[config.mk]
export PLATFORM = sky130hd
export DESIGN_NAME = issue_select
export DESIGN_NICKNAME = d
export VERILOG_FILES = /design/src/source/isa_pkg.sv /design/src/source/core_pkg.sv /design/src/source/issue_select.sv
export SDC_FILE = /design/constraint.sdc
export NUM_CORES = 1
export LEC_CHECK = 0
export ABC_AREA = 1
export ABC_CLOCK_PERIOD_IN_PS = 8200
export BUFFER_PORTS_ARGS = -buffer_cell sky130_fd_sc_hd__buf_2
export CELL_PAD_IN_SITES_DETAIL_PLACEMENT = 1
export CELL_PAD_IN_SITES_GLOBAL_PLACEMENT = 1
export CORE_AREA = 5 5 409 411
export DETAILED_ROUTE_END_ITERATION = 10
export DIE_AREA = 0 0 414 416
export GPL_TIMING_DRIVEN = 0
export PLACE_DENSITY = 0.39
export SYNTH_ARGS = -nofsm -noshare
export SYNTH_HDL_FRONTEND = slang
export SYNTH_SLANG_ARGS = --single-unit
[constraint.sdc]
create_clock -name clk -period 8.2 [get_ports clk]
set_input_delay 0.41 -clock clk [delete_from_list [all_inputs] [get_ports clk]]
set_output_delay 0.41 -clock clk [all_outputs]
set_load 0.1 [all_outputs]
[src/source/isa_pkg.sv]
package isa_pkg;

	localparam int NUM_REGS = 64;

	// bit 5 selects the float bank
	typedef logic [5:0] reg_addr_t;
	typedef logic [15:0] imm_t;
	typedef logic [31:0] word_t;
	typedef logic [NUM_REGS-1:0] reg_mask_t;

	typedef enum logic [1:0] {
		op_int = 2'd0,
		op_mem = 2'd1,
		op_fpu = 2'd2
	} op_class_t;

	// r0 of the integer and the float bank
	localparam reg_mask_t ZERO_MASK = reg_mask_t'({31'b0, 1'b1, 31'b0, 1'b1});

endpackage

[src/source/core_pkg.sv]
package core_pkg;

	localparam int WIN_DEPTH = 3;
	localparam int NUM_LANES = 3;
	localparam int DISP_WIDTH = 2;

	localparam int LANE_INT = 0;
	localparam int LANE_MEM = 1;
	localparam int LANE_FPU = 2;

	// one-hot refill source of a window slot
	localparam int SRC_HOLD = 0;
	localparam int SRC_NEXT = 1;
	localparam int SRC_AFTER = 2;
	localparam int SRC_DISP0 = 3;
	localparam int SRC_DISP1 = 4;
	localparam int SRC_EMPTY = 5;
	typedef logic [SRC_EMPTY:0] slot_sel_t;

endpackage

[src/source/issue_select.sv]
`timescale 1ns/1ns

module issue_select (
	input logic clk,
	input logic rstn,
	input logic [core_pkg::WIN_DEPTH-1:0] i_slot_valid,
	input isa_pkg::op_class_t i_slot_class [core_pkg::WIN_DEPTH],
	input isa_pkg::reg_mask_t i_slot_read_mask [core_pkg::WIN_DEPTH],
	input isa_pkg::reg_mask_t i_slot_write_mask [core_pkg::WIN_DEPTH],
	input isa_pkg::reg_addr_t i_slot_dd [core_pkg::WIN_DEPTH],
	input isa_pkg::imm_t i_slot_imm [core_pkg::WIN_DEPTH],
	input isa_pkg::word_t i_slot_ds_val [core_pkg::WIN_DEPTH],
	input isa_pkg::word_t i_slot_dt_val [core_pkg::WIN_DEPTH],
	input isa_pkg::reg_mask_t i_board,
	output logic [core_pkg::WIN_DEPTH-1:0] o_lane_grant [core_pkg::NUM_LANES],
	output logic [core_pkg::WIN_DEPTH-1:0] o_issued,
	output isa_pkg::reg_mask_t o_issue_write_mask,
	output logic [core_pkg::NUM_LANES-1:0] o_lane_valid,
	output isa_pkg::op_class_t o_lane_class [core_pkg::NUM_LANES],
	output isa_pkg::word_t o_lane_ds_val [core_pkg::NUM_LANES],
	output isa_pkg::word_t o_lane_dt_val [core_pkg::NUM_LANES],
	output isa_pkg::reg_addr_t o_lane_dd [core_pkg::NUM_LANES],
	output isa_pkg::imm_t o_lane_imm [core_pkg::NUM_LANES]
);

	logic [core_pkg::WIN_DEPTH-1:0] ready;
	logic [core_pkg::WIN_DEPTH-1:0] grant [core_pkg::NUM_LANES];

	// slot 0 is the oldest
	always_comb begin
		isa_pkg::reg_mask_t older_write;
		isa_pkg::reg_mask_t older_read;
		isa_pkg::reg_mask_t use_mask;
		older_write = '0;
		older_read = '0;
		for (int s = 0; s < core_pkg::WIN_DEPTH; s++) begin
			use_mask = i_slot_read_mask[s] | i_slot_write_mask[s];
			ready[s] = i_slot_valid[s]
				&& ((i_board | older_write) & use_mask) == '0
				&& (i_slot_write_mask[s] & older_read) == '0;
			older_write = older_write | i_slot_write_mask[s];
			older_read = older_read | i_slot_read_mask[s];
		end
	end

	always_comb begin
		logic mem_seen;
		mem_seen = 1'b0;
		for (int l = 0; l < core_pkg::NUM_LANES; l++) begin
			grant[l] = '0;
		end
		// memory goes strictly in order
		for (int s = 0; s < core_pkg::WIN_DEPTH; s++) begin
			if (i_slot_valid[s] && i_slot_class[s] == isa_pkg::op_mem && !mem_seen) begin
				mem_seen = 1'b1;
				grant[core_pkg::LANE_MEM][s] = ready[s];
			end
		end
		// float claims lane 2 before integer overflow does
		for (int s = 0; s < core_pkg::WIN_DEPTH; s++) begin
			if (ready[s] && i_slot_class[s] == isa_pkg::op_fpu
				&& grant[core_pkg::LANE_FPU] == '0) begin
				grant[core_pkg::LANE_FPU][s] = 1'b1;
			end
		end
		for (int s = 0; s < core_pkg::WIN_DEPTH; s++) begin
			if (ready[s] && i_slot_class[s] == isa_pkg::op_int) begin
				if (grant[core_pkg::LANE_INT] == '0) begin
					grant[core_pkg::LANE_INT][s] = 1'b1;
				end else if (grant[core_pkg::LANE_FPU] == '0) begin
					grant[core_pkg::LANE_FPU][s] = 1'b1;
				end
			end
		end
	end

	assign o_lane_grant = grant;
	assign o_issued = grant[core_pkg::LANE_INT] | grant[core_pkg::LANE_MEM]
		| grant[core_pkg::LANE_FPU];

	always_comb begin
		o_issue_write_mask = '0;
		for (int s = 0; s < core_pkg::WIN_DEPTH; s++) begin
			if (o_issued[s]) begin
				o_issue_write_mask = o_issue_write_mask | i_slot_write_mask[s];
			end
		end
	end

	always_ff @(posedge clk) begin
		if (!rstn) begin
			o_lane_valid <= '0;
		end else begin
			for (int l = 0; l < core_pkg::NUM_LANES; l++) begin
				o_lane_valid[l] <= |grant[l];
			end
		end
	end

	// payload only meaningful with o_lane_valid
	always_ff @(posedge clk) begin
		for (int l = 0; l < core_pkg::NUM_LANES; l++) begin
			for (int s = 0; s < core_pkg::WIN_DEPTH; s++) begin
				if (grant[l][s]) begin
					o_lane_class[l] <= i_slot_class[s];
					o_lane_ds_val[l] <= i_slot_ds_val[s];
					o_lane_dt_val[l] <= i_slot_dt_val[s];
					o_lane_dd[l] <= i_slot_dd[s];
					o_lane_imm[l] <= i_slot_imm[s];
				end
			end
		end
	end

endmodule

==> out/qor.yml <==
final_layout:
  drive_gt1_share_pct: 30.7
  fin_nets: 4786
  utilization_pct: 17.9
  area_growth_pct: 49.5
flow_run:
  drv_cap: 0
clocking:
  cts_tree: "built"
  cts-buffers-inserted: 37
  cts.path.max_buffers: 3
  root_buffer: "clkbuf_16"
  cts_sinks: 267
  cts_resized: 0
  path_clk_slew_ns: 0.06
  ctsHoldBuffers: 0
  htreeDepth: 2
  postCtsSetupBuffers: 0
yosys:
  synth-seq-area-share_pct: 40.8
  ys_ff_latch: 267
  yosys_warnings: 0
  synth.most_common_cell: "nand2_1"
  synthDistinctLibCells: 36
  synthArstFlopShare_pct: 0
  synthTopCellsByArea: "edfxtp_1 (40%), nand2_1 (21%), inv_1 (6.7%)"
  synthFlopType: "edfxtp_1"
  yosysTopAreaCell: "edfxtp_1"
  synth_top_area_share_pct: 40.5
  postSynthCellCount: 2956
  synth_common_cells: "nand2_1 (1091), inv_1 (349), edfxtp_1 (264)"
  syn_area_sq_mm: 0.0196
  synth-edff-count: 264
  syn_area_per_cell_sq_um: 6.63
  synth_fp_nets: 3673
detailed_routing:
  dr_total_vias: 25600
  wl_met2_um: 102000
  dr.pass1.iters: 5
  drtIter0Drc: 1487
  dr.max_layer_used: "met5"
  drt_wl_total_um: 192000
  antenna_left: 0
  dr_wl_met3_um: 10400
  drc: 0
  wl_per_cell_um: 30.3
  met1_length_um: 71400
  vias_per_cell: 4.03
die:
  rows: 149
  die_h_um: 416
  design.core.area_sq_mm: 0.164
  ioPinCount: 1060
  die_area_sq_mm: 0.172
  initial_core_util_pct: 12.0
  chipWidth_um: 414
global_routing:
  grt_max_degree: 48
  grt_pass1_wl_um: 250000
  track_usage_pct: 21.3
  grt_pass1_vias: 26900
  grt_overflow: 0
  antenna_found_initial: 175
critical_path:
  slowest_stage: "o21ai_0"
  path_cells: "buf_2 > o21ai_0 > nand4_1 > nor2_1 > nand2_1 > nor2_1 > nand2_1 > a21oi_2 > clkinv_1 > clkbuf_1 > nor2_1 > a21oi_1 > nand2_1 > buf_2"
  start_kind: "primary input"
  worstPathMaxFanout: 10
  worst-path-buf-inv: 4
  crit_family: "compound AO/OA/AOI/OAI gates"
  crit_path_end_kind: "output pin"
  required_ns: 7.79
  worst-setup-path-type: "in -> out"
  cp.arrival_ns: 5.67
  critPathMaxStageDelay_ns: 0.89
sta:
  finalMaxSlewViolations: 0
  max_freq_mhz: 165
  tns_ns: 0
  fin_crit_sh_pct: 74.1
  min_period_ns: 6.08
  tightest_slew_ns: 1.24
  hold_viol_final: 0
  timing.hold.ws_ns: 0.133
  setup_viol: 0
  relSlewSlack_pct: 17.3
  rsz0062_at_grt: "false"
power:
  power_per_cell_area_mw_per_mm2: 132
  vdd_drop_max_mv: 0.129
  p_sw_w: 0.00113
  p_seq_share_pct: 38.7
  power.leakage_nw: 14.2
  clock_power_share_pct: 44.8
  intPower_w: 0.00274
  swShare_pct: 29.2
  combPwrFrac_pct: 16.5
min_path:
  hp-class: "in -> reg"
place:
  io_buffers: 1059
  dp_hpwl_um: 165000
  gp_congestion: 0.919
status:
  status: "finished clean"
-- registers in the layout, summed over array words and instances (netlist names) --
name           flops
o_lane_ds_val     96
o_lane_dt_val     96
o_lane_imm        48
o_lane_dd         18
o_lane_class       6
o_lane_valid       3
-- cell usage in the layout (no fill, tap or decap), types with 5 or more instances in the layout --
cell type / synthesis / layout
clkinv_2: 0 / 7
diode_2: 0 / 59
inv_2: 36 / 36
a31oi_1: 86 / 86
buf_8: 0 / 9
nor2_2: 9 / 9
buf_6: 11 / 13
a21boi_0: 5 / 5
clkinv_1: 5 / 12
or2_0: 8 / 8
nand3_1: 119 / 119
inv_1: 349 / 349
clkbuf_1: 66 / 71
nand2_1: 1091 / 1089
and2_0: 5 / 5
edfxtp_1: 264 / 264
nor3_1: 6 / 6
buf_2: 40 / 1099
nor2_1: 249 / 249
clkbuf_16: 0 / 37
buf_4: 20 / 21
o21ai_1: 105 / 107
o21a_1: 7 / 7
nand4_1: 17 / 17
o21ai_0: 248 / 246
o22ai_1: 32 / 32
bufinv_16: 0 / 5
a21oi_1: 148 / 148
or2_1: 7 / 7
-- metrics by stage --
step	area (sq um)	power [W]	setup WS, ns	std cells
floorplan	19600	0.00174	2.83	2956
global placement	27600	0.00217	-3.71	6204
detailed placement	27900	0.00217	1.85	6219
CTS	29100	0.00395	1.85	6286
global route	29200	0.00404	1.93	6316
finish	29300	0.00387	2.12	6345
-- cells by family after synthesis --
family          count (synthesis)  synth area share [%]
compound gates                633                  17.1
buf+inv                       531                  11.2
flops                         267                  40.8
simple gates                 1525                  30.9
-- worst min-delay path, cell delays in order --
cell     delay [ns]
buf_2          0.11
nand2_1        0.05
nand2_1        0.05
-- routing by layer --
metal,up-vias,global-route usage [%]
met5,-,0
met2,1023,41.0
met1,12200,22.6
met3,340,4.61
li1,11900,-
met4,74,7.54
-- final timing paths --
check,startpoint,to,cells after the start
worst max-delay path,i_slot_write_mask[150],o_issue_write_mask[31],14
worst min-delay path,i_slot_dt_val[12],o_lane_dt_val[76]$_DFFE_PP_,3
-- final cells by class --
| class | instances | area, sq um |
|---|---|---|
| diodes | 59 | 148 |
| plain buffers | 141 | 738 |
| clock buffers | 43 | 958 |
| clock inverters | 24 | 294 |
| fillers | 20400 | 134000 |
| inverters | 390 | 1460 |
| multi-input cells | 2158 | 9420 |
| flip-flops and latches | 267 | 7990 |
| well taps | 2189 | 2740 |
| repair buffers | 1074 | 5540 |
-- power groups by stage --
stage               clock network, W  registers, W  logic (W)
finish                       0.00173       0.00150   0.000638
global route                 0.00185       0.00150   0.000699
CTS                          0.00180       0.00150   0.000646
detailed placement                 0       0.00153   0.000643
global placement                   0       0.00153   0.000640
floorplan                          0       0.00153   0.000211
No activity file was read; power rests on OpenSTA's default activity.
