===== config.mk =====
export PLATFORM = sky130hd
export DESIGN_NAME = wait_slot
export DESIGN_NICKNAME = d
export VERILOG_FILES = /design/src/source/isa_pkg.sv /design/src/source/core_pkg.sv /design/src/source/wait_slot.sv
export SDC_FILE = /design/constraint.sdc
export NUM_CORES = 1
export LEC_CHECK = 0
export BUFFER_PORTS_ARGS = -buffer_cell sky130_fd_sc_hd__buf_4
export CAP_MARGIN = 25
export CORE_AREA = 2 2 124 126
export DETAILED_ROUTE_END_ITERATION = 10
export DIE_AREA = 0 0 126 128
export GPL_TIMING_DRIVEN = 0
export PLACE_DENSITY_LB_ADDON = 0.2
export SLEW_MARGIN = 25
export SYNTH_ARGS = -nofsm -noshare
export SYNTH_HDL_FRONTEND = slang
export SYNTH_SLANG_ARGS = --single-unit

===== constraint.sdc =====
create_clock -name clk -period 4 [get_ports clk]
set_input_delay 0.4 -clock clk [delete_from_list [all_inputs] [get_ports clk]]
set_output_delay 0.4 -clock clk [all_outputs]
set_load 0.005 [all_outputs]

===== src/source/isa_pkg.sv =====
package isa_pkg;

	localparam int NUM_REGS = 64;

	// bit 5 selects the float bank
	typedef logic [5:0] reg_addr_t;
	typedef logic [15:0] imm_t;
	typedef logic [31:0] word_t;
	typedef logic [NUM_REGS-1:0] reg_mask_t;

	typedef enum logic [1:0] {
		op_int = 2'd0,
		op_mem = 2'd1,
		op_fpu = 2'd2
	} op_class_t;

	// r0 of the integer and the float bank
	localparam reg_mask_t ZERO_MASK = reg_mask_t'({31'b0, 1'b1, 31'b0, 1'b1});

endpackage


===== src/source/core_pkg.sv =====
package core_pkg;

	localparam int WIN_DEPTH = 3;
	localparam int NUM_LANES = 3;
	localparam int DISP_WIDTH = 2;

	localparam int LANE_INT = 0;
	localparam int LANE_MEM = 1;
	localparam int LANE_FPU = 2;

	// one-hot refill source of a window slot
	localparam int SRC_HOLD = 0;
	localparam int SRC_NEXT = 1;
	localparam int SRC_AFTER = 2;
	localparam int SRC_DISP0 = 3;
	localparam int SRC_DISP1 = 4;
	localparam int SRC_EMPTY = 5;
	typedef logic [SRC_EMPTY:0] slot_sel_t;

endpackage


===== src/source/wait_slot.sv =====
`timescale 1ns/1ns

module wait_slot (
	input logic clk,
	input logic rstn,
	input core_pkg::slot_sel_t i_sel,
	input logic i_next_valid,
	input isa_pkg::op_class_t i_next_class,
	input isa_pkg::reg_addr_t i_next_ds,
	input isa_pkg::reg_addr_t i_next_dt,
	input isa_pkg::reg_addr_t i_next_dd,
	input isa_pkg::imm_t i_next_imm,
	input logic i_after_valid,
	input isa_pkg::op_class_t i_after_class,
	input isa_pkg::reg_addr_t i_after_ds,
	input isa_pkg::reg_addr_t i_after_dt,
	input isa_pkg::reg_addr_t i_after_dd,
	input isa_pkg::imm_t i_after_imm,
	input logic [core_pkg::DISP_WIDTH-1:0] i_disp_valid,
	input isa_pkg::op_class_t i_disp_class [core_pkg::DISP_WIDTH],
	input isa_pkg::reg_addr_t i_disp_ds [core_pkg::DISP_WIDTH],
	input isa_pkg::reg_addr_t i_disp_dt [core_pkg::DISP_WIDTH],
	input isa_pkg::reg_addr_t i_disp_dd [core_pkg::DISP_WIDTH],
	input isa_pkg::imm_t i_disp_imm [core_pkg::DISP_WIDTH],
	output logic o_valid,
	output isa_pkg::op_class_t o_class,
	output isa_pkg::reg_addr_t o_ds,
	output isa_pkg::reg_addr_t o_dt,
	output isa_pkg::reg_addr_t o_dd,
	output isa_pkg::imm_t o_imm,
	output isa_pkg::reg_mask_t o_read_mask,
	output isa_pkg::reg_mask_t o_write_mask
);

	always_ff @(posedge clk) begin
		if (!rstn) begin
			o_valid <= 1'b0;
		end else if (i_sel[core_pkg::SRC_NEXT]) begin
			o_valid <= i_next_valid;
		end else if (i_sel[core_pkg::SRC_AFTER]) begin
			o_valid <= i_after_valid;
		end else if (i_sel[core_pkg::SRC_DISP0]) begin
			o_valid <= i_disp_valid[0];
		end else if (i_sel[core_pkg::SRC_DISP1]) begin
			o_valid <= i_disp_valid[1];
		end else if (i_sel[core_pkg::SRC_EMPTY]) begin
			o_valid <= 1'b0;
		end
	end

	// hold and empty keep the old fields
	always_ff @(posedge clk) begin
		if (i_sel[core_pkg::SRC_NEXT]) begin
			o_class <= i_next_class;
			o_ds <= i_next_ds;
			o_dt <= i_next_dt;
			o_dd <= i_next_dd;
			o_imm <= i_next_imm;
		end else if (i_sel[core_pkg::SRC_AFTER]) begin
			o_class <= i_after_class;
			o_ds <= i_after_ds;
			o_dt <= i_after_dt;
			o_dd <= i_after_dd;
			o_imm <= i_after_imm;
		end else if (i_sel[core_pkg::SRC_DISP0]) begin
			o_class <= i_disp_class[0];
			o_ds <= i_disp_ds[0];
			o_dt <= i_disp_dt[0];
			o_dd <= i_disp_dd[0];
			o_imm <= i_disp_imm[0];
		end else if (i_sel[core_pkg::SRC_DISP1]) begin
			o_class <= i_disp_class[1];
			o_ds <= i_disp_ds[1];
			o_dt <= i_disp_dt[1];
			o_dd <= i_disp_dd[1];
			o_imm <= i_disp_imm[1];
		end
	end

	// r0 never takes part in a dependency
	assign o_read_mask = o_valid ?
		((isa_pkg::reg_mask_t'(1) << o_ds) | (isa_pkg::reg_mask_t'(1) << o_dt))
		& ~isa_pkg::ZERO_MASK : '0;
	assign o_write_mask = o_valid ?
		(isa_pkg::reg_mask_t'(1) << o_dd) & ~isa_pkg::ZERO_MASK : '0;

endmodule


==> results of run 1 <==
-- worst max-delay path, stage by stage (launching register included) --
cell,delay (ns)
edfxtp_1,0.40
buf_2,0.18
or3_1,0.34
clkbuf_1,0.19
o22ai_1,0.16
and2_1,0.17
buf_4,0.11
-- flip-flops by register name (all words and copies together) (netlist names) --
name	flops
o_dd	6
o_ds	6
o_valid	1
o_imm	16
o_dt	6
o_class	2
-- routing by layer --
layer | routed length, microns | global-route usage | vias to the layer above
met5 | 0 | 0 | -
met4 | 345 | 0.0627 | 0
met3 | 1440 | 0.0455 | 30
met2 | 8430 | 0.338 | 277
met1 | 6580 | 0.226 | 2115
li1 | - | - | 2384
-- worst min path at each step --
| stage | from | endpoint | depth (start not counted) |
|---|---|---|---|
| 5_1_grt | i_next_imm[14] | o_imm[14] | 3 |
| 4_1_cts | i_next_imm[8] | o_imm[8] | 3 |
| 3_3_place_gp | i_next_imm[8] | o_imm[8] | 3 |
| 2_1_floorplan | rstn | o_valid | 2 |
| 3_5_place_dp | i_next_imm[8] | o_imm[8] | 3 |
| 6_report | i_next_imm[4] | o_imm[4] | 3 |
-- kinds of logic (layout without fill, tap and decap cells) --
family / after synthesis / in the layout / share of synthesized area
other: 1 / 4 / 0.000940
buffers and inverters: 62 / 384 / 0.0951
AOI/OAI and AO/OA: 101 / 101 / 0.148
muxes: 72 / 72 / 0.192
DFF: 37 / 37 / 0.276
and+or+nand+nor: 216 / 216 / 0.287
-- power breakdown --
group          internal (uW)  leakage [uW]  total (uW)  switching (uW)
Combinational            306       0.00268         578             273
Clock                    292     0.0000775         448             156
Sequential               476      0.000394         503            26.6
Total                   1070       0.00316        1530             455
-- cells in the final DEF, fill, tap and decap left out --
master / instances
buf_4: 319
buf_2: 20
nand3b_1: 16
clkinvlp_4: 1
conb_1: 4
and3b_1: 1
nand3_1: 9
buf_12: 1
edfxtp_1: 36
o311ai_0: 1
bufinv_16: 1
o21ai_0: 36
nand4_1: 1
nor2b_1: 3
clkbuf_1: 21
or4_2: 1
or3b_1: 15
o22ai_1: 63
buf_6: 13
a2111oi_0: 1
or3_1: 5
clkbuf_2: 1
inv_2: 1
clkbuf_16: 5
mux2i_1: 36
mux2_2: 36
dfxtp_1: 1
nand2b_1: 1
and2_1: 62
clkinv_1: 1
nor2_1: 63
nand2_1: 39
-- cell type report --
cell class	instances	area [sq um]	area share
timing repair buffer	314	2370	0.350
clock buffer	5	125	0.0185
multi-input combinational	393	2520	0.372
tap	188	235	0.0347
inverter	1	3.75	0.000554
sequential	37	1100	0.163
clock inverter	3	41.3	0.00610
buffer	61	375	0.0554
-- stage by stage --
step                      total power [uW]  worst slack, ns  instances  instance area [sq um]  hold WS, ns
after floorplan                        794             1.99        492                   4000        0.577
after global placement                1080             1.64        993                   6580        0.681
after detailed placement              1090             2.02        994                   6610        0.682
after CTS                             1540             1.73       1002                   6770        0.380
after global routing                  1610             1.61       1002                   6770        0.401
final                                 1530             1.75       1002                   6770        0.391
==> metrics.txt, run 1 <==
status completed; initial antenna violation count 0; Setup crit start kind flip-flop; #FFs+latches synth 37; Mapped Cells between 400 and 500; number of global-route vias before repair between 4000 and 5000; layout cell share with drive strength beyond 1 0.490; gr ovfl total 0; chip height 128 microns; H-tree levels 2; initial core utilization 0.268; Post CTS Setup Buffer Count 0; GP Congestion ~0.87; Setup Viol. Count Final 0; min Tclk post-route around 2.3 ns; setup tns final 0 ns; first-pass GRT wire length 24500 microns; routed vias/inst about 4.8; cts repair resizes 0; pin count of the biggest net entering global routing 28; Post-Route Utilization 0.456; Area contributors post-synth edfxtp_1 (27%), mux2_2 (10%), o22ai_1 (9.9%), and2_1 (9.7%), mux2i_1 (9.0%); Worst setup EP type output port; Worst-Skew Late Latency between 0.2 and 0.3 ns; critical path class reg -> out; area grow syn2layout 69.8%; Achievable Freq around 440 MHz; post-route ant nets 0; maxcap violations 0; final worst path period share 0.563; top post-synthesis cells by count nor2_1 (63), o22ai_1 (63), and2_1 (62); final wirelength approximately 17000 microns; number of warnings issued by yosys 0; Rows 45; Required @ worst endpoint 3.60 ns; post-synthesis sequential area ratio 0.276; syn avg cell area between 8 and 9 sq um; worst-path fanout max 8; Ant. Diodes 0; Worst-path clk slew roughly 0.060 ns; Port Buffers roughly 310; reg2reg end o_valid; Synth Cell Area ~4000 sq um; hold_buf cts 0; pwr dens approximately 230 nW/um^2; GRT Overall Usage 0.190; Num Clock Sinks 37; TritonCTS clock tree yes; DP HPWL 13800 microns; DR vias just under 5000; Synth async-reset ratio 0; post-synth top area share 0.271; dominant cell type by area after synthesis edfxtp_1; worst reg-to-reg path cell count 3; HP Class in -> reg; final hold vios 0; Remaining DRCs 0; critical path launch point o_ds[4]; library cells used by synthesis 27; internal reg-to-reg setup slack between 2 and 3 ns; worst setup path end o_read_mask[3]; number of flops mapped to enable cells by yosys 36; Most used DFF post-synth edfxtp_1; RR Startpoint o_valid; fillers 1527; first-iteration detailed-routing DRC count 222; die width approximately 130 microns; TritonRoute pass-1 iters 5; Pins Over Slew Limit 0; WP data arrival 1.85 ns; WL/cell approximately 17 microns; CTS buffer count 5; Leakage Power 0.00316 uW; Worst Clk Skew 0 ns; Placeable Area approximately 15000 sq um; Max VDD drop between 0.0001 and 0.00015 V; full die area 16100 sq um; unrepaired setup endpoints after global routing false; fin nets between 900 and 1000; clk buf depth 2; io pins 321; root buf cell clkbuf_16
Power figures use the tool's default switching activity.
==> run 2, diff against run 1 <==
--- a/config.mk
+++ b/config.mk
@@ -7,9 +7,9 @@
 export LEC_CHECK = 0
 export BUFFER_PORTS_ARGS = -buffer_cell sky130_fd_sc_hd__buf_4
 export CAP_MARGIN = 25
-export CORE_AREA = 2 2 124 126
+export CORE_AREA = 2 2 126 128
 export DETAILED_ROUTE_END_ITERATION = 10
-export DIE_AREA = 0 0 126 128
+export DIE_AREA = 0 0 128 130
 export GPL_TIMING_DRIVEN = 0
 export PLACE_DENSITY_LB_ADDON = 0.2
 export SLEW_MARGIN = 25
==> constraint.sdc (replaced) <==
create_clock -name clk -period 1.95 [get_ports clk]
set_input_delay 0.195 -clock clk [delete_from_list [all_inputs] [get_ports clk]]
set_output_delay 0.195 -clock clk [all_outputs]
set_load 0.005 [all_outputs]
==> run 2 against run 1 <==
The run now ends with negative setup slack left. Total power grew 110%. Non-clock buffer count grew 18. Setup slack lost 1.8 ns. Largest cell class unchanged.
==> metrics.txt, run 2 (synthesis gave the netlist of run 1 again) <==
Gate power share 0.432 (+0.054); sequential share of power 0.326 (-0.003); fillers 1573 (+3.0%); Power Total 3210 uW (+110%); initial antenna violation count 0 (unchanged); Routed met1 length 6770 microns (+3.0%); first-pass GRT wire length 25100 microns (+2.3%); failing checks negative setup slack; GP Congestion 0.826 (-4.6%); RR Startpoint o_valid; Placeable Area 15400 sq um (+3.8%); pin count of the biggest net entering global routing 30 (+7.1%); Hold EP o_imm[13]; Achievable Freq ~490 MHz; Worst-Skew Late Latency 0.28 ns (about the same); commonest cells after routing, fill and taps aside buf_4 (337), nor2_1 (63), and2_1 (52); status finished with violations; Pins Over Slew Limit 0 (unchanged); GRT Overall Usage 0.191 (+0.000755); TritonCTS clock tree yes; final hold vios 0 (unchanged); Remaining DRCs 0 (unchanged); P_sw 1010 uW (+120%); FF+latch area 1100 sq um (unchanged); Cell Area, Placed 6610 sq um (about the same); largest reg by FF count o_imm; root buf cell clkbuf_16; Setup Viol. Count Final 26 (+26); internal power 2200 uW (+100%); post-route ant nets 0 (unchanged); Worst Clk Skew 0 ns (unchanged); pwr dens 437 nW/um^2 (+94%); Required @ worst endpoint 1.75 ns (-1.85 ns); final wirelength 17600 microns (+5.0%); fin nets 987 (+1.9%); Port Buffers 313 (unchanged); DR vias 4938 (+2.7%); Setup crit start kind flip-flop; setup ws final -0.0805 ns (-1.83 ns); unrepaired setup endpoints after global routing true; maxcap violations 0 (unchanged); area grow syn2layout 84.1%; hold path depth 3 (unchanged); WL/cell 17.2 microns (+2.7%); first-iteration detailed-routing DRC count 212 (-4.5%); HP Start i_next_imm[13]; number of global-route vias before repair 4694 (+5.5%); H-tree levels 2 (unchanged); Worst setup EP type output port; Top Layer Used met4; area of the multi-input gates 2850 sq um (+13%); DP HPWL 14000 microns (+1.6%); CTS buffer count 5 (unchanged); most common cell after layout, fill and taps aside buf_4; hold_buf cts 0 (unchanged); worst-path fanout max 8 (unchanged); Ant. Diodes 0 (unchanged); clk buf depth 2 (unchanged); Routed met3 length 1420 microns (-1.9%); Finished Layout Cells 1024 (+2.2%); internal reg-to-reg setup slack 0.92 ns (-2.03 ns); chip height 130 microns (+1.6%); Rows 46 (+2.2%); reg2reg end o_valid; number of flip-flops under the largest register name 16 (unchanged); clock power share 0.242 (-0.051); TritonRoute pass-1 iters 5 (unchanged); full die area 16600 sq um (+3.2%); sw frac 0.316 (+0.0178); final worst path period share 1.04; WP data arrival 1.84 ns (about the same); critical path class reg -> out; worst reg-to-reg path cell count 3 (unchanged); io pins 321 (unchanged); layout cell share with drive strength beyond 1 0.584 (+0.0940); gr ovfl total 0 (unchanged); HP Class in -> reg; # placed instances 998 (+0.40%); routed vias/inst 4.82 (+0.54%); Max VDD drop 0.000369 V (+170%); Num Clock Sinks 37 (unchanged); Worst-path clk slew 0.06 ns (about the same); initial core utilization 0.259 (-0.00975); min Tclk post-route 2.03 ns; post-route cell area 7340 sq um (+8.4%); met2 wire length 9020 microns (+7.0%); die width 128 microns (+1.6%); Leakage Power 0.00335 uW (+6.1%)
-- run 2: metrics by stage --
stage | setup TNS [ns] | worst slack [ns] | util | hold WS (ns)
floorplan | 0 | 0.148 | - | 0.372
global placement | -7.69 | -0.213 | 0.427 | 0.472
detailed placement | 0 | 0.111 | 0.429 | 0.475
CTS | -0.830 | -0.0457 | 0.457 | 0.176
global route | -3.84 | -0.144 | 0.476 | 0.193
finish | -0.729 | -0.0805 | 0.476 | 0.182
-- run 2: worst max-delay path, cell delays in order, from the launching register on --
cell and delay [ns]:
edfxtp_1 0.48, buf_6 0.15, or3b_1 0.35, buf_6 0.16, o22ai_2 0.16, and2_4 0.17
buf_6 0.09
-- run 2: power by group through the flow --
stage / clock network, uW / registers [uW] / logic [uW]
floorplan: 0 / 1040 / 586
global placement: 0 / 1050 / 1170
detailed placement: 0 / 1050 / 1180
CTS: 795 / 1050 / 1270
global route: 828 / 1060 / 1480
finish: 777 / 1050 / 1390
-- run 2: final cells by class --
cell class,instances,share of cell area
clock inverter,3,0.00170
tap,192,0.0327
multi-input combinational,393,0.388
clock buffer,5,0.0170
inverter,1,0.000511
timing repair buffer,348,0.365
buffer,45,0.0448
sequential,37,0.150
-- run 2: worst max path at each step --
stage	end	slack, ns	start	cells past startpoint
final	o_read_mask[42]	-0.08	o_dt[1]	6
after global routing	o_read_mask[58]	-0.14	o_dt[1]	6
after CTS	o_read_mask[21]	-0.05	o_dt[3]	6
after detailed placement	o_read_mask[1]	0.11	o_ds[5]	6
after global placement	o_dt[2]	-0.21	i_sel[1]	2
after floorplan	o_class[0]	0.15	i_sel[1]	2
-- run 2: repair_timing --
item / 4_1_cts / 5_1_grt
pin swaps: 31 / 21
gates cloned: 0 / 0
hold endpoints to repair: 0 / 0
endpoints found under the setup margin: 74 / 100
resized for setup: 49 / 55
buffers inserted: 14 / 20
-- run 2: metal layers --
metal  vias to the layer above  global-route usage
met2                       264               0.342
met1                      2217               0.221
met4                         0              0.0666
met5                         -                   0
li1                       2421                   -
met3                        36              0.0504
