$ cat src/source/isa_pkg.sv
package isa_pkg;

	localparam int NUM_REGS = 64;

	// bit 5 selects the float bank
	typedef logic [5:0] reg_addr_t;
	typedef logic [15:0] imm_t;
	typedef logic [31:0] word_t;
	typedef logic [NUM_REGS-1:0] reg_mask_t;

	typedef enum logic [1:0] {
		op_int = 2'd0,
		op_mem = 2'd1,
		op_fpu = 2'd2
	} op_class_t;

	// r0 of the integer and the float bank
	localparam reg_mask_t ZERO_MASK = reg_mask_t'({31'b0, 1'b1, 31'b0, 1'b1});

endpackage

$ cat src/source/core_pkg.sv
package core_pkg;

	localparam int WIN_DEPTH = 3;
	localparam int NUM_LANES = 3;
	localparam int DISP_WIDTH = 2;

	localparam int LANE_INT = 0;
	localparam int LANE_MEM = 1;
	localparam int LANE_FPU = 2;

	// one-hot refill source of a window slot
	localparam int SRC_HOLD = 0;
	localparam int SRC_NEXT = 1;
	localparam int SRC_AFTER = 2;
	localparam int SRC_DISP0 = 3;
	localparam int SRC_DISP1 = 4;
	localparam int SRC_EMPTY = 5;
	typedef logic [SRC_EMPTY:0] slot_sel_t;

endpackage

$ cat src/source/dispatch_buffer.sv
`timescale 1ns/1ns

module dispatch_buffer (
	input logic clk,
	input logic rstn,
	input logic [core_pkg::DISP_WIDTH-1:0] i_op_valid,
	input isa_pkg::op_class_t i_op_class [core_pkg::DISP_WIDTH],
	input isa_pkg::reg_addr_t i_op_ds [core_pkg::DISP_WIDTH],
	input isa_pkg::reg_addr_t i_op_dt [core_pkg::DISP_WIDTH],
	input isa_pkg::reg_addr_t i_op_dd [core_pkg::DISP_WIDTH],
	input isa_pkg::imm_t i_op_imm [core_pkg::DISP_WIDTH],
	input logic [core_pkg::WIN_DEPTH-1:0] i_slot_valid,
	input logic [core_pkg::WIN_DEPTH-1:0] i_issued,
	output logic o_stall,
	output logic [core_pkg::DISP_WIDTH-1:0] o_disp_valid,
	output isa_pkg::op_class_t o_disp_class [core_pkg::DISP_WIDTH],
	output isa_pkg::reg_addr_t o_disp_ds [core_pkg::DISP_WIDTH],
	output isa_pkg::reg_addr_t o_disp_dt [core_pkg::DISP_WIDTH],
	output isa_pkg::reg_addr_t o_disp_dd [core_pkg::DISP_WIDTH],
	output isa_pkg::imm_t o_disp_imm [core_pkg::DISP_WIDTH],
	output core_pkg::slot_sel_t o_slot_sel [core_pkg::WIN_DEPTH]
);

	logic [core_pkg::WIN_DEPTH-1:0] exist;
	logic stall;
	logic was_stall;
	logic [core_pkg::DISP_WIDTH-1:0] held_valid;
	isa_pkg::op_class_t held_class [core_pkg::DISP_WIDTH];
	isa_pkg::reg_addr_t held_ds [core_pkg::DISP_WIDTH];
	isa_pkg::reg_addr_t held_dt [core_pkg::DISP_WIDTH];
	isa_pkg::reg_addr_t held_dd [core_pkg::DISP_WIDTH];
	isa_pkg::imm_t held_imm [core_pkg::DISP_WIDTH];

	// entries still waiting after this cycle's issue
	assign exist = i_slot_valid & ~i_issued;
	// two survivors leave no room for a whole pair
	assign stall = $countones(exist) >= 2;
	assign o_stall = stall;

	always_ff @(posedge clk) begin
		if (!rstn) begin
			was_stall <= 1'b0;
			held_valid <= '0;
			o_disp_valid <= '0;
		end else begin
			was_stall <= stall;
			if (stall && !was_stall) begin
				held_valid <= i_op_valid;
			end
			if (!stall) begin
				o_disp_valid <= was_stall ? held_valid : i_op_valid;
			end
		end
	end

	// pair arriving on the first stall cycle is parked, replayed when stall drops
	always_ff @(posedge clk) begin
		for (int d = 0; d < core_pkg::DISP_WIDTH; d++) begin
			if (stall && !was_stall) begin
				held_class[d] <= i_op_class[d];
				held_ds[d] <= i_op_ds[d];
				held_dt[d] <= i_op_dt[d];
				held_dd[d] <= i_op_dd[d];
				held_imm[d] <= i_op_imm[d];
			end
			if (!stall) begin
				o_disp_class[d] <= was_stall ? held_class[d] : i_op_class[d];
				o_disp_ds[d] <= was_stall ? held_ds[d] : i_op_ds[d];
				o_disp_dt[d] <= was_stall ? held_dt[d] : i_op_dt[d];
				o_disp_dd[d] <= was_stall ? held_dd[d] : i_op_dd[d];
				o_disp_imm[d] <= was_stall ? held_imm[d] : i_op_imm[d];
			end
		end
	end

	// compact survivors toward slot 0, then append the pair
	always_comb begin
		int pos;
		pos = 0;
		for (int k = 0; k < core_pkg::WIN_DEPTH; k++) begin
			o_slot_sel[k] = core_pkg::slot_sel_t'(1) << core_pkg::SRC_EMPTY;
		end
		for (int j = 0; j < core_pkg::WIN_DEPTH; j++) begin
			if (exist[j]) begin
				// distance 0, 1, 2 is hold, next, after
				o_slot_sel[pos] = core_pkg::slot_sel_t'(1) << (core_pkg::SRC_HOLD + j - pos);
				pos++;
			end
		end
		if (!stall) begin
			for (int d = 0; d < core_pkg::DISP_WIDTH; d++) begin
				if (o_disp_valid[d]) begin
					o_slot_sel[pos] = core_pkg::slot_sel_t'(1) << (core_pkg::SRC_DISP0 + d);
					pos++;
				end
			end
		end
	end

endmodule

$ cat config.mk
export PLATFORM = sky130hd
export DESIGN_NAME = dispatch_buffer
export DESIGN_NICKNAME = d
export VERILOG_FILES = /design/src/source/isa_pkg.sv /design/src/source/core_pkg.sv /design/src/source/dispatch_buffer.sv
export SDC_FILE = /design/constraint.sdc
export NUM_CORES = 1
export LEC_CHECK = 0
export BUFFER_PORTS_ARGS = -buffer_cell sky130_fd_sc_hd__buf_2
export CAP_MARGIN = 5
export CORE_ASPECT_RATIO = 2
export CORE_UTILIZATION = 45
export CTS_BUF_LIST = sky130_fd_sc_hd__clkbuf_2 sky130_fd_sc_hd__clkbuf_4 sky130_fd_sc_hd__clkbuf_8
export CTS_CLUSTER_SIZE = 16
export DETAILED_ROUTE_END_ITERATION = 8
export PLACE_DENSITY = 0.82
export SYNTH_ARGS = -nofsm -noshare
export SYNTH_HDL_FRONTEND = slang
export SYNTH_SLANG_ARGS = --single-unit
$ cat constraint.sdc
create_clock -name clk -period 8.8 [get_ports clk]
set_input_delay 2.2 -clock clk [delete_from_list [all_inputs] [get_ports clk]]
set_output_delay 2.2 -clock clk [all_outputs]
set_load 0.05 [all_outputs]
==> results of run 1 <==
cell type report:
| type | instances | area (µm²) | area share, % |
|---|---|---|---|
| Antenna cell | 1 | 2.502 | 0.03404 |
| Clock buffer | 18 | 241.5 | 3.285 |
| Clock inverter | 14 | 165.2 | 2.246 |
| Inverter | 6 | 25.02 | 0.3404 |
| Multi-Input combinational cell | 156 | 1409 | 19.16 |
| Sequential cell | 149 | 4428 | 60.23 |
| Tap cell | 150 | 187.7 | 2.553 |
| Timing Repair Buffer | 177 | 893.4 | 12.15 |
cell families after synthesis:
family,Yosys count,synth area share (%)
fa+ha+maj,10,2.245
flops,149,74.88
buf+inv,19,1.525
compound gates,20,2.605
mux,74,14.06
simple gates,52,4.680
synth_stat cells (all sizes together):
library cell  number  area share [%]
nor4b              1            0.15
nand4              5            0.64
edfxtp           144              73
and3b              2            0.30
mux2              72              14
nand4b             1            0.15
nand2b             1            0.11
nand2             11            0.70
clkbuf             2            0.13
nor2              13            0.83
ha                 9             1.9
nor3b              2            0.25
a2111o             1            0.19
and2               3            0.32
nor2b              4            0.42
fa                 1            0.34
and2b              1            0.13
dfxtp              5             1.7
or2                1            0.11
buf               11            0.97
inv                6            0.42
a21oi              7            0.97
o211a              2            0.34
mux2i              2            0.34
a211oi             2            0.34
nand3              7            0.59
o21ai              6            0.51
a21boi             2            0.25
cell usage in the layout, fill, tap and decap left out, types with 2 or more instances in the layout:
master,Yosys,routed
clkinvlp_4,0,4
mux2i_1,2,2
nand2_1,11,11
clkbuf_8,0,17
ha_1,9,9
inv_8,0,2
inv_6,0,5
o21ai_0,5,5
a21oi_4,2,2
bufinv_16,0,2
edfxtp_1,144,144
nand4_1,4,4
a21boi_0,2,2
a21oi_1,5,5
o211a_1,2,2
nor3b_1,2,2
dfxtp_1,5,4
nor2_1,13,12
mux2_2,72,72
nor2b_1,4,4
and2_1,3,3
nand3_1,7,7
inv_1,5,5
buf_2,4,174
and3b_1,2,2
buf_4,1,3
through the flow:
stage	setup WS, ps	power [W]	cells	utilization, %
4_1_cts	1318	0.001658	670	57.87
5_1_grt	1183	0.001702	670	57.87
3_3_place_gp	1439	0.001118	638	54.67
6_report	1296	0.001642	671	57.89
3_5_place_dp	1313	0.001126	638	54.67
2_1_floorplan	579.4	0.001052	324	-
critical path, cell delays in order:
cell and delay (ps):
buf_2 90, nor2b_1 550, inv_4 110, fa_4 880
inv_1 70, ha_1 280, and2_1 170, a2111o_1 430
a21oi_4 220, buf_2 300
worst max path at each step:
| stage | cells past startpoint | end |
|---|---|---|
| after global placement | 10 | o_slot_sel[10] |
| after detailed placement | 10 | o_slot_sel[10] |
| after global routing | 10 | o_slot_sel[10] |
| final | 10 | o_slot_sel[10] |
| after CTS | 10 | o_slot_sel[10] |
| after floorplan | 7 | o_slot_sel[0] |
power breakdown:
group | internal, W | switching [W] | leakage, nW | total (W)
Sequential | 0.000831 | 0.0000137 | 1.45 | 0.000845
Clock | 0.000264 | 0.000271 | 0.195 | 0.000534
Combinational | 0.0000686 | 0.000195 | 1.27 | 0.000263
metal layers:
layer	vias up	share of wire, %
li1	1616	-
met1	1694	35
met2	134	58
met3	30	3.5
met4	0	3.6
met5	-	0
flip-flops by register name, summed over array words and instances, names as in the netlist:
name	count
held_class	4
o_disp_valid	2
held_dd	12
o_disp_imm	32
o_disp_dt	12
held_dt	12
held_imm	32
o_disp_ds	12
held_valid	2
held_ds	12
o_disp_class	4
o_disp_dd	12
was_stall	1
==> metrics.txt, run 1 <==
worst min path class=register to register; CP startpoint kind=input pin; RD Place Congestion=0.8217; HPWL Detailed=8424 µm; routed via count=3,474; clk_skew=10.78 ps; maximum number of pins on one net before global-route repair=77; worst reg-to-reg path cell count=2; PostCTS Resize Cnt=0; crit end category=output pin; Yosys cell types=36; Synth-to-Final Area Change=24.44%; Via density=5.177; CTS tree=yes; setup TNS=0 ps; Fill cells=970; reg-to-reg critical path endpoint=held_class[0][3]; Crit Path Max Fanout=9; # port buffers=174; CTS H-Tree Depth=4; DR pass1 iterations=4; share of layout cells above drive strength 1=55.77%; syn_nets=416; pwr dens=223.4 mW/mm²; design area=0.007352 mm²; Total GRT Usage=18.21%; drt wl/cell=17.95 µm; global routing met1 resource utilization=17.57%; Yosys warnings=0; Final setup viols=0; GR Overflow Total=0; RSZ-0062 raised after global routing=no; Tmin final=7504 ps; Crit. Startpoint=i_slot_valid[2]; Hold Path Stages=2; Global Route met3 Usage=4.020%; CTS Hold Bufs=0; first-pass GRT wire length=18,760 µm; status=finished, final reports clean; Die Height=164.0 µm; die area=0.01362 mm²; vias in the first global route=3,742; synthesized cell area=0.005908 mm²; Hold WS=494.7 ps; Worst Max-Slew Pin Slew=1010 ps; Syn Inst Count=324; max_cap viols=0; met2 Use GR=34.61%; post-synthesis register bit count=149; Skew-Pair Late Insertion Delay=430 ps; Most Crowded Layer GR=met2; syn_area_per_cell=18.24 µm²; fmax=133.3 MHz; total CTS buffers=17; io pins=175; relative slew slack=32.66%; Post-DRT Antenna Nets=0; required time of the worst setup path=6600 ps; Fin. Hold Viols=0; Core Footprint=0.01270 mm²; Final period util=85.27%; dpl cell area=0.006943 mm²; Pleak=2.913 nW; final net count=599; CTS sink count=149; VDD IR-drop max=0.0001350 V; Root Buffer=clkbuf_8; total wire length=12,040 µm; Remaining DRCs=0; Worst Setup Path Type=input pin to output pin; Slew Limit Fails=0; RR Startpoint=was_stall; clock-pin slew on the worst setup and hold paths=80 ps; Initial Util=46.52%; sequential fraction of the synthesis area=74.88%; clock tree buffer depth=2; setup slack, reg-to-reg=6770 ps; num rows=58; Post-CTS Setup Bufs=0; First DRT Iteration DRCs=162; WHS Endpoint=held_valid[1]; hold_sp=held_valid[1]; initial antenna violation count=0; CP arrival=5300 ps; Die Wd=83.02 µm
(Power assumes the default switching activity.)
==> run 2, diff against run 1 <==
--- a/config.mk
+++ b/config.mk
@@ -12,7 +12,7 @@
 export CTS_BUF_LIST = sky130_fd_sc_hd__clkbuf_2 sky130_fd_sc_hd__clkbuf_4 sky130_fd_sc_hd__clkbuf_8
 export CTS_CLUSTER_SIZE = 16
 export DETAILED_ROUTE_END_ITERATION = 8
-export PLACE_DENSITY = 0.82
+export PLACE_DENSITY = 0.73
 export SYNTH_ARGS = -nofsm -noshare
 export SYNTH_HDL_FRONTEND = slang
 export SYNTH_SLANG_ARGS = --single-unit
==> run 2 against run 1 <==
Setup slack worse by 110 ps; clock skew up 2.4 ps; wire length down 1.5%; first-iteration DRC count down 28%; non-clock buffer count shrank 1; utilization about the same; sequential cell count unchanged; worst hold slack improved by 2.3 ps; count of clock-buffer cells in the layout shrank 1; largest cell class unchanged; highest routed layer unchanged.
==> metrics.txt, run 2 (synthesis gave the netlist of run 1 again) <==
total wire length=11,870 µm (-1.5%); share of layout cells above drive strength 1=55.41% (-0.36 points); biggest regs=held_imm x32, o_disp_imm x32; CTS H-Tree Depth=4 (unchanged); drt wl/cell=17.76 µm (-1.0%); Via density=5.180 (about the same); io pins=175 (unchanged); # port buffers=174 (unchanged); Core Footprint=0.01270 mm² (unchanged); relative slew slack=29.79% (-2.9 points); Worst path max stage delay=890 ps (about the same); Core Util, Final=57.85% (about the same); critical path cell sequence=buf_2 > nor2b_1 > inv_4 > fa_4 > inv_1 > ha_1 > and2_1 > a2111o_1 > a21oi_4 > buf_2; most frequent CP cell=buf_2; max_cap viols=0 (unchanged); routed via count=3,460 (-0.40%); status=finished, final reports clean; first-pass GRT wire length=18,380 µm (-2.0%); DR pass1 iterations=4 (unchanged); worst setup margin=1183 ps (-112.8 ps); CP arrival=5420 ps (+120 ps); Slew Limit Fails=0 (unchanged); clock tree buffer depth=2 (unchanged); Die Wd=83.02 µm (unchanged); CTS tree=yes; Initial Util=46.52% (unchanged); GR Overflow Total=0 (unchanged); pwr dens=224.0 mW/mm² (+0.27%); clock-pin slew on the worst setup and hold paths=70 ps (about the same); final net count=598 (-0.17%); Post-CTS Setup Bufs=0 (unchanged); Crit Path Max Fanout=9 (unchanged); RD Place Congestion=0.8163 (-0.66%); VDD IR-drop max=0.0001251 V (-7.4%); Final setup viols=0 (unchanged); required time of the worst setup path=6600 ps (about the same); CP startpoint kind=input pin; Most Crowded Layer GR=met2; Worst Max-Slew Pin Slew=1053 ps (+43.05 ps); Skew-Pair Late Insertion Delay=420 ps (about the same); Root Buffer=clkbuf_8; slowest cell on the critical path=fa_4; Total GRT Usage=17.66% (-0.55 points); crit end category=output pin; CTS Hold Bufs=0 (unchanged); commonest cells after routing, fill and taps aside=buf_2, edfxtp_1, mux2_2; setup TNS=0 ps (unchanged); Tmin final=7617 ps (+112.8 ps); Tot Pwr=0.001646 W (+0.20%); Die Height=164.0 µm (unchanged); total CTS buffers=17 (unchanged); First DRT Iteration DRCs=116 (-28%); PostCTS Resize Cnt=0 (unchanged); worst min path class=register to register; Synth-to-Final Area Change=24.35% (about the same); most common cell after layout, fill and taps aside=buf_2; maximum number of pins on one net before global-route repair=78 (+1.3%); design area=0.007347 mm² (about the same); Post-DRT Antenna Nets=0 (unchanged); die area=0.01362 mm² (unchanged); reg-to-reg critical path endpoint=held_dd[0][9]; Final period util=86.55% (+1.3 points); initial antenna violation count=0 (unchanged); Global Route met3 Usage=4.070% (+0.050 points); hold_sp=held_valid[0]; dpl cell area=0.006935 mm² (-0.11%); Pleak=2.915 nW (about the same); pre-CTS setup slack=1262 ps (-50.68 ps); setup slack, reg-to-reg=6380 ps (-390 ps); met2 Use GR=33.83% (-0.78 points); worst reg-to-reg path cell count=2 (unchanged); Fin. Hold Viols=0 (unchanged); Remaining DRCs=0 (unchanged); fmax=131.3 MHz (-1.5%); CTS sink count=149 (unchanged); num rows=58 (unchanged); # diodes=0 (-1); Worst Setup Path Type=input pin to output pin; HPWL Detailed=8385 µm (-0.46%); global routing met1 resource utilization=17.42% (-0.15 points); vias in the first global route=3,601 (-3.8%); WHS Endpoint=held_valid[0]; RSZ-0062 raised after global routing=no; RR Startpoint=was_stall; clk_skew=13.18 ps (+2.400 ps); Hold Path Stages=2 (unchanged)
## run 2: final cells by class
type,count,area (µm²)
fillers,977,5353
flip-flops and latches,149,4428
multi-input cells,156,1409
repair buffers,176,885.9
clock buffers,17,234.0
well taps,150,187.7
clock inverters,14,177.7
inverters,6,25.02
## run 2: worst max path at each step
stage                                from        endpoint  slack, ps
after global placement    i_slot_valid[2]  o_slot_sel[16]       1420
after CTS                 i_slot_valid[2]  o_slot_sel[16]       1260
final                     i_slot_valid[2]  o_slot_sel[16]       1180
after global routing      i_slot_valid[2]  o_slot_sel[15]       1080
after detailed placement  i_slot_valid[2]  o_slot_sel[10]       1260
after floorplan           i_slot_valid[2]   o_slot_sel[0]        580
## run 2: layer usage
metal  up-vias  part of all wire [%]  routed length [µm]
li1       1613                     -                   -
met1      1698                    35                4125
met2       124                    58                6859
met3        25                   4.2                 503
met4         0                   3.2                 378
met5         -                     0                   0
## run 2: power by group
group	leakage (nW)	switching, W	internal [W]
clock	0.202	0.000254	0.000283
sequential	1.45	0.0000175	0.000831
combinational	1.26	0.000191	0.0000686
## run 2: critical path, delay by kind of cell
family / cells / cell delay [ps]
adders and majority gates: 2 / 1170
and+or+nand+nor: 2 / 780
AOI/OAI and AO/OA: 2 / 650
buffers and inverters: 4 / 610
## run 2: metrics by stage
stage	std cells	hold WS, ps
2_1_floorplan	324	457.0
3_3_place_gp	637	464.6
5_1_grt	668	537.7
6_report	668	497.0
4_1_cts	668	494.4
3_5_place_dp	637	483.6
==> run 3, diff against run 2 <==
--- a/config.mk
+++ b/config.mk
@@ -7,12 +7,16 @@
 export LEC_CHECK = 0
 export BUFFER_PORTS_ARGS = -buffer_cell sky130_fd_sc_hd__buf_2
 export CAP_MARGIN = 5
+export CELL_PAD_IN_SITES_DETAIL_PLACEMENT = 2
+export CELL_PAD_IN_SITES_GLOBAL_PLACEMENT = 2
 export CORE_ASPECT_RATIO = 2
-export CORE_UTILIZATION = 45
+export CORE_MARGIN = 2
+export CORE_UTILIZATION = 37
 export CTS_BUF_LIST = sky130_fd_sc_hd__clkbuf_2 sky130_fd_sc_hd__clkbuf_4 sky130_fd_sc_hd__clkbuf_8
+export CTS_CLUSTER_DIAMETER = 40
 export CTS_CLUSTER_SIZE = 16
 export DETAILED_ROUTE_END_ITERATION = 8
-export PLACE_DENSITY = 0.73
+export PLACE_DENSITY = 0.83
 export SYNTH_ARGS = -nofsm -noshare
 export SYNTH_HDL_FRONTEND = slang
 export SYNTH_SLANG_ARGS = --single-unit
==> run 3 against run 2 <==
Worst hold slack better by 3.9 ps; sequential cell count is the same; largest power group unchanged; non-clock buffer count is 1 higher; via count is 2.5% higher; clock skew decreased by 5.8 ps; utilization decreased by 11 points; die area is 25% higher; sequential power hardly changed; sequential share of layout area decreased by 0.69 points; wire length grew 32%; register-to-register slack gained 210 ps; final area increased by 1.2%.
==> metrics.txt, run 3 (synthesis gave the netlist of run 1 again) <==
Worst Setup Path Type=input pin to output pin; Total GRT Usage=18.95% (+1.3 points); DR pass1 iterations=6 (+2); final net count=599 (+0.17%); CTS tree=yes; most frequent CP cell=buf_2; routed via count=3,545 (+2.5%); HPWL Detailed=11,150 µm (+33%); Fin. Hold Viols=0 (unchanged); Post-DRT Antenna Nets=0 (unchanged); commonest cells after routing, fill and taps aside=buf_2, edfxtp_1, mux2_2; total wire length=15,630 µm (+32%); clk_skew=7.423 ps (-5.753 ps); CTS sink count=149 (unchanged); Die Height=182.7 µm (+11%); Remaining DRCs=0 (unchanged); clock-pin slew on the worst setup and hold paths=80 ps (about the same); CP arrival=5390 ps (-30 ps); # diodes=0 (unchanged); Post-Layout Cell Count=721 (+7.9%); max_cap viols=0 (unchanged); share of layout cells above drive strength 1=55.38% (about the same); PostCTS Resize Cnt=0 (unchanged); Final setup viols=0 (unchanged); Core Util, Final=47.35% (-11 points); relative slew slack=47.53% (+18 points); Synth-to-Final Area Change=25.79%; vias in the first global route=4,025 (+12%); status=finished, final reports clean; Pleak=2.929 nW (+0.49%); First DRT Iteration DRCs=114 (-1.7%); CP startpoint kind=input pin; Via density=4.917 (-5.1%); total CTS buffers=17 (unchanged); maximum number of pins on one net before global-route repair=57 (-27%); VDD IR-drop max=0.00009068 V (-28%); Hold WS=501.0 ps (+3.934 ps); CTS Hold Bufs=0 (unchanged); # port buffers=174 (unchanged); worst min path class=register to register; Worst path max stage delay=890 ps (about the same); drt wl/cell=21.67 µm (+22%); Die Wd=93.36 µm (+12%); Initial Util=37.64% (-8.9 points); CTS H-Tree Depth=4 (unchanged); pwr dens=226.6 mW/mm² (+1.2%); Final period util=86.24% (-0.32 points); Skew-Pair Late Insertion Delay=440 ps (+20 ps); initial antenna violation count=0 (unchanged); critical path cell sequence=buf_2 > nor2b_1 > inv_4 > fa_4 > inv_1 > ha_1 > and2_1 > a2111o_1 > a21oi_4 > buf_2; Slew Limit Fails=0 (unchanged); GR Overflow Total=0 (unchanged); Cells after DPL=689 (+8.2%); biggest regs=held_imm x32, o_disp_imm x32; fmax=131.8 MHz (+0.37%); die area=0.01706 mm² (+25%); Worst Max-Slew Pin Slew=787.1 ps (-266.0 ps); io pins=175 (unchanged); Crit Path Max Fanout=9 (unchanged); Tmin final=7589 ps (-27.82 ps); setup TNS=0 ps (unchanged); Tot Pwr=0.001684 W (+2.3%); RD Place Congestion=0.7887 (-3.4%); Root Buffer=clkbuf_8; required time of the worst setup path=6600 ps (about the same); most common cell after layout, fill and taps aside=buf_2; first-pass GRT wire length=23,550 µm (+28%); crit end category=output pin; RSZ-0062 raised after global routing=no; Post-CTS Setup Bufs=0 (unchanged); clock tree buffer depth=2 (unchanged); Core Footprint=0.01570 mm² (+24%); slowest cell on the critical path=fa_4; num rows=65 (+12%)
run 3: final timing paths:
| path | startpoint | to | slack (ps) | cells after the start |
|---|---|---|---|---|
| setup / recovery | i_slot_valid[2] | o_slot_sel[10] | 1210 | 10 |
| hold / removal | held_valid[0] | held_valid[0] | 500 | 2 |
| setup reg to reg | was_stall | held_valid[1] | 6590 | 4 |
| hold reg to reg | held_valid[0] | held_valid[0] | 500 | 2 |
run 3: layout make-up:
type / instances / area, µm²
Fill cell: 1497 / 8264
Clock inverter: 14 / 183.9
Timing Repair Buffer: 177 / 893.4
Sequential cell: 149 / 4428
Tap cell: 201 / 251.5
Inverter: 6 / 25.02
Clock buffer: 18 / 241.5
Multi-Input combinational cell: 156 / 1409
run 3: report_power, final:
group	total [W]	switching (W)	internal, W
sequential	0.000847	0.0000160	0.000831
clock	0.000568	0.000258	0.000310
combinational	0.000269	0.000200	0.0000687
total	0.00168	0.000474	0.00121
run 3: critical path, delay by kind of cell:
family | cells | cell delay (ps)
AOI/OAI and AO/OA | 2 | 670
adders and majority gates | 2 | 1180
buffers and inverters | 4 | 590
and+or+nand+nor | 2 | 760
run 3: routing by layer:
layer	wire, µm	vias up	track usage [%]
met2	9390	120	37.41
met4	252	0	6.941
met1	5316	1789	18.87
li1	-	1614	-
met3	665	22	3.551
met5	0	-	0
run 3: per-stage QoR:
step / area [µm²] / worst slack (ps)
2_1_floorplan: 5908 / 579.4
3_3_place_gp: 7007 / 1347
3_5_place_dp: 7007 / 1212
4_1_cts: 7432 / 1206
5_1_grt: 7432 / 1048
6_report: 7432 / 1211
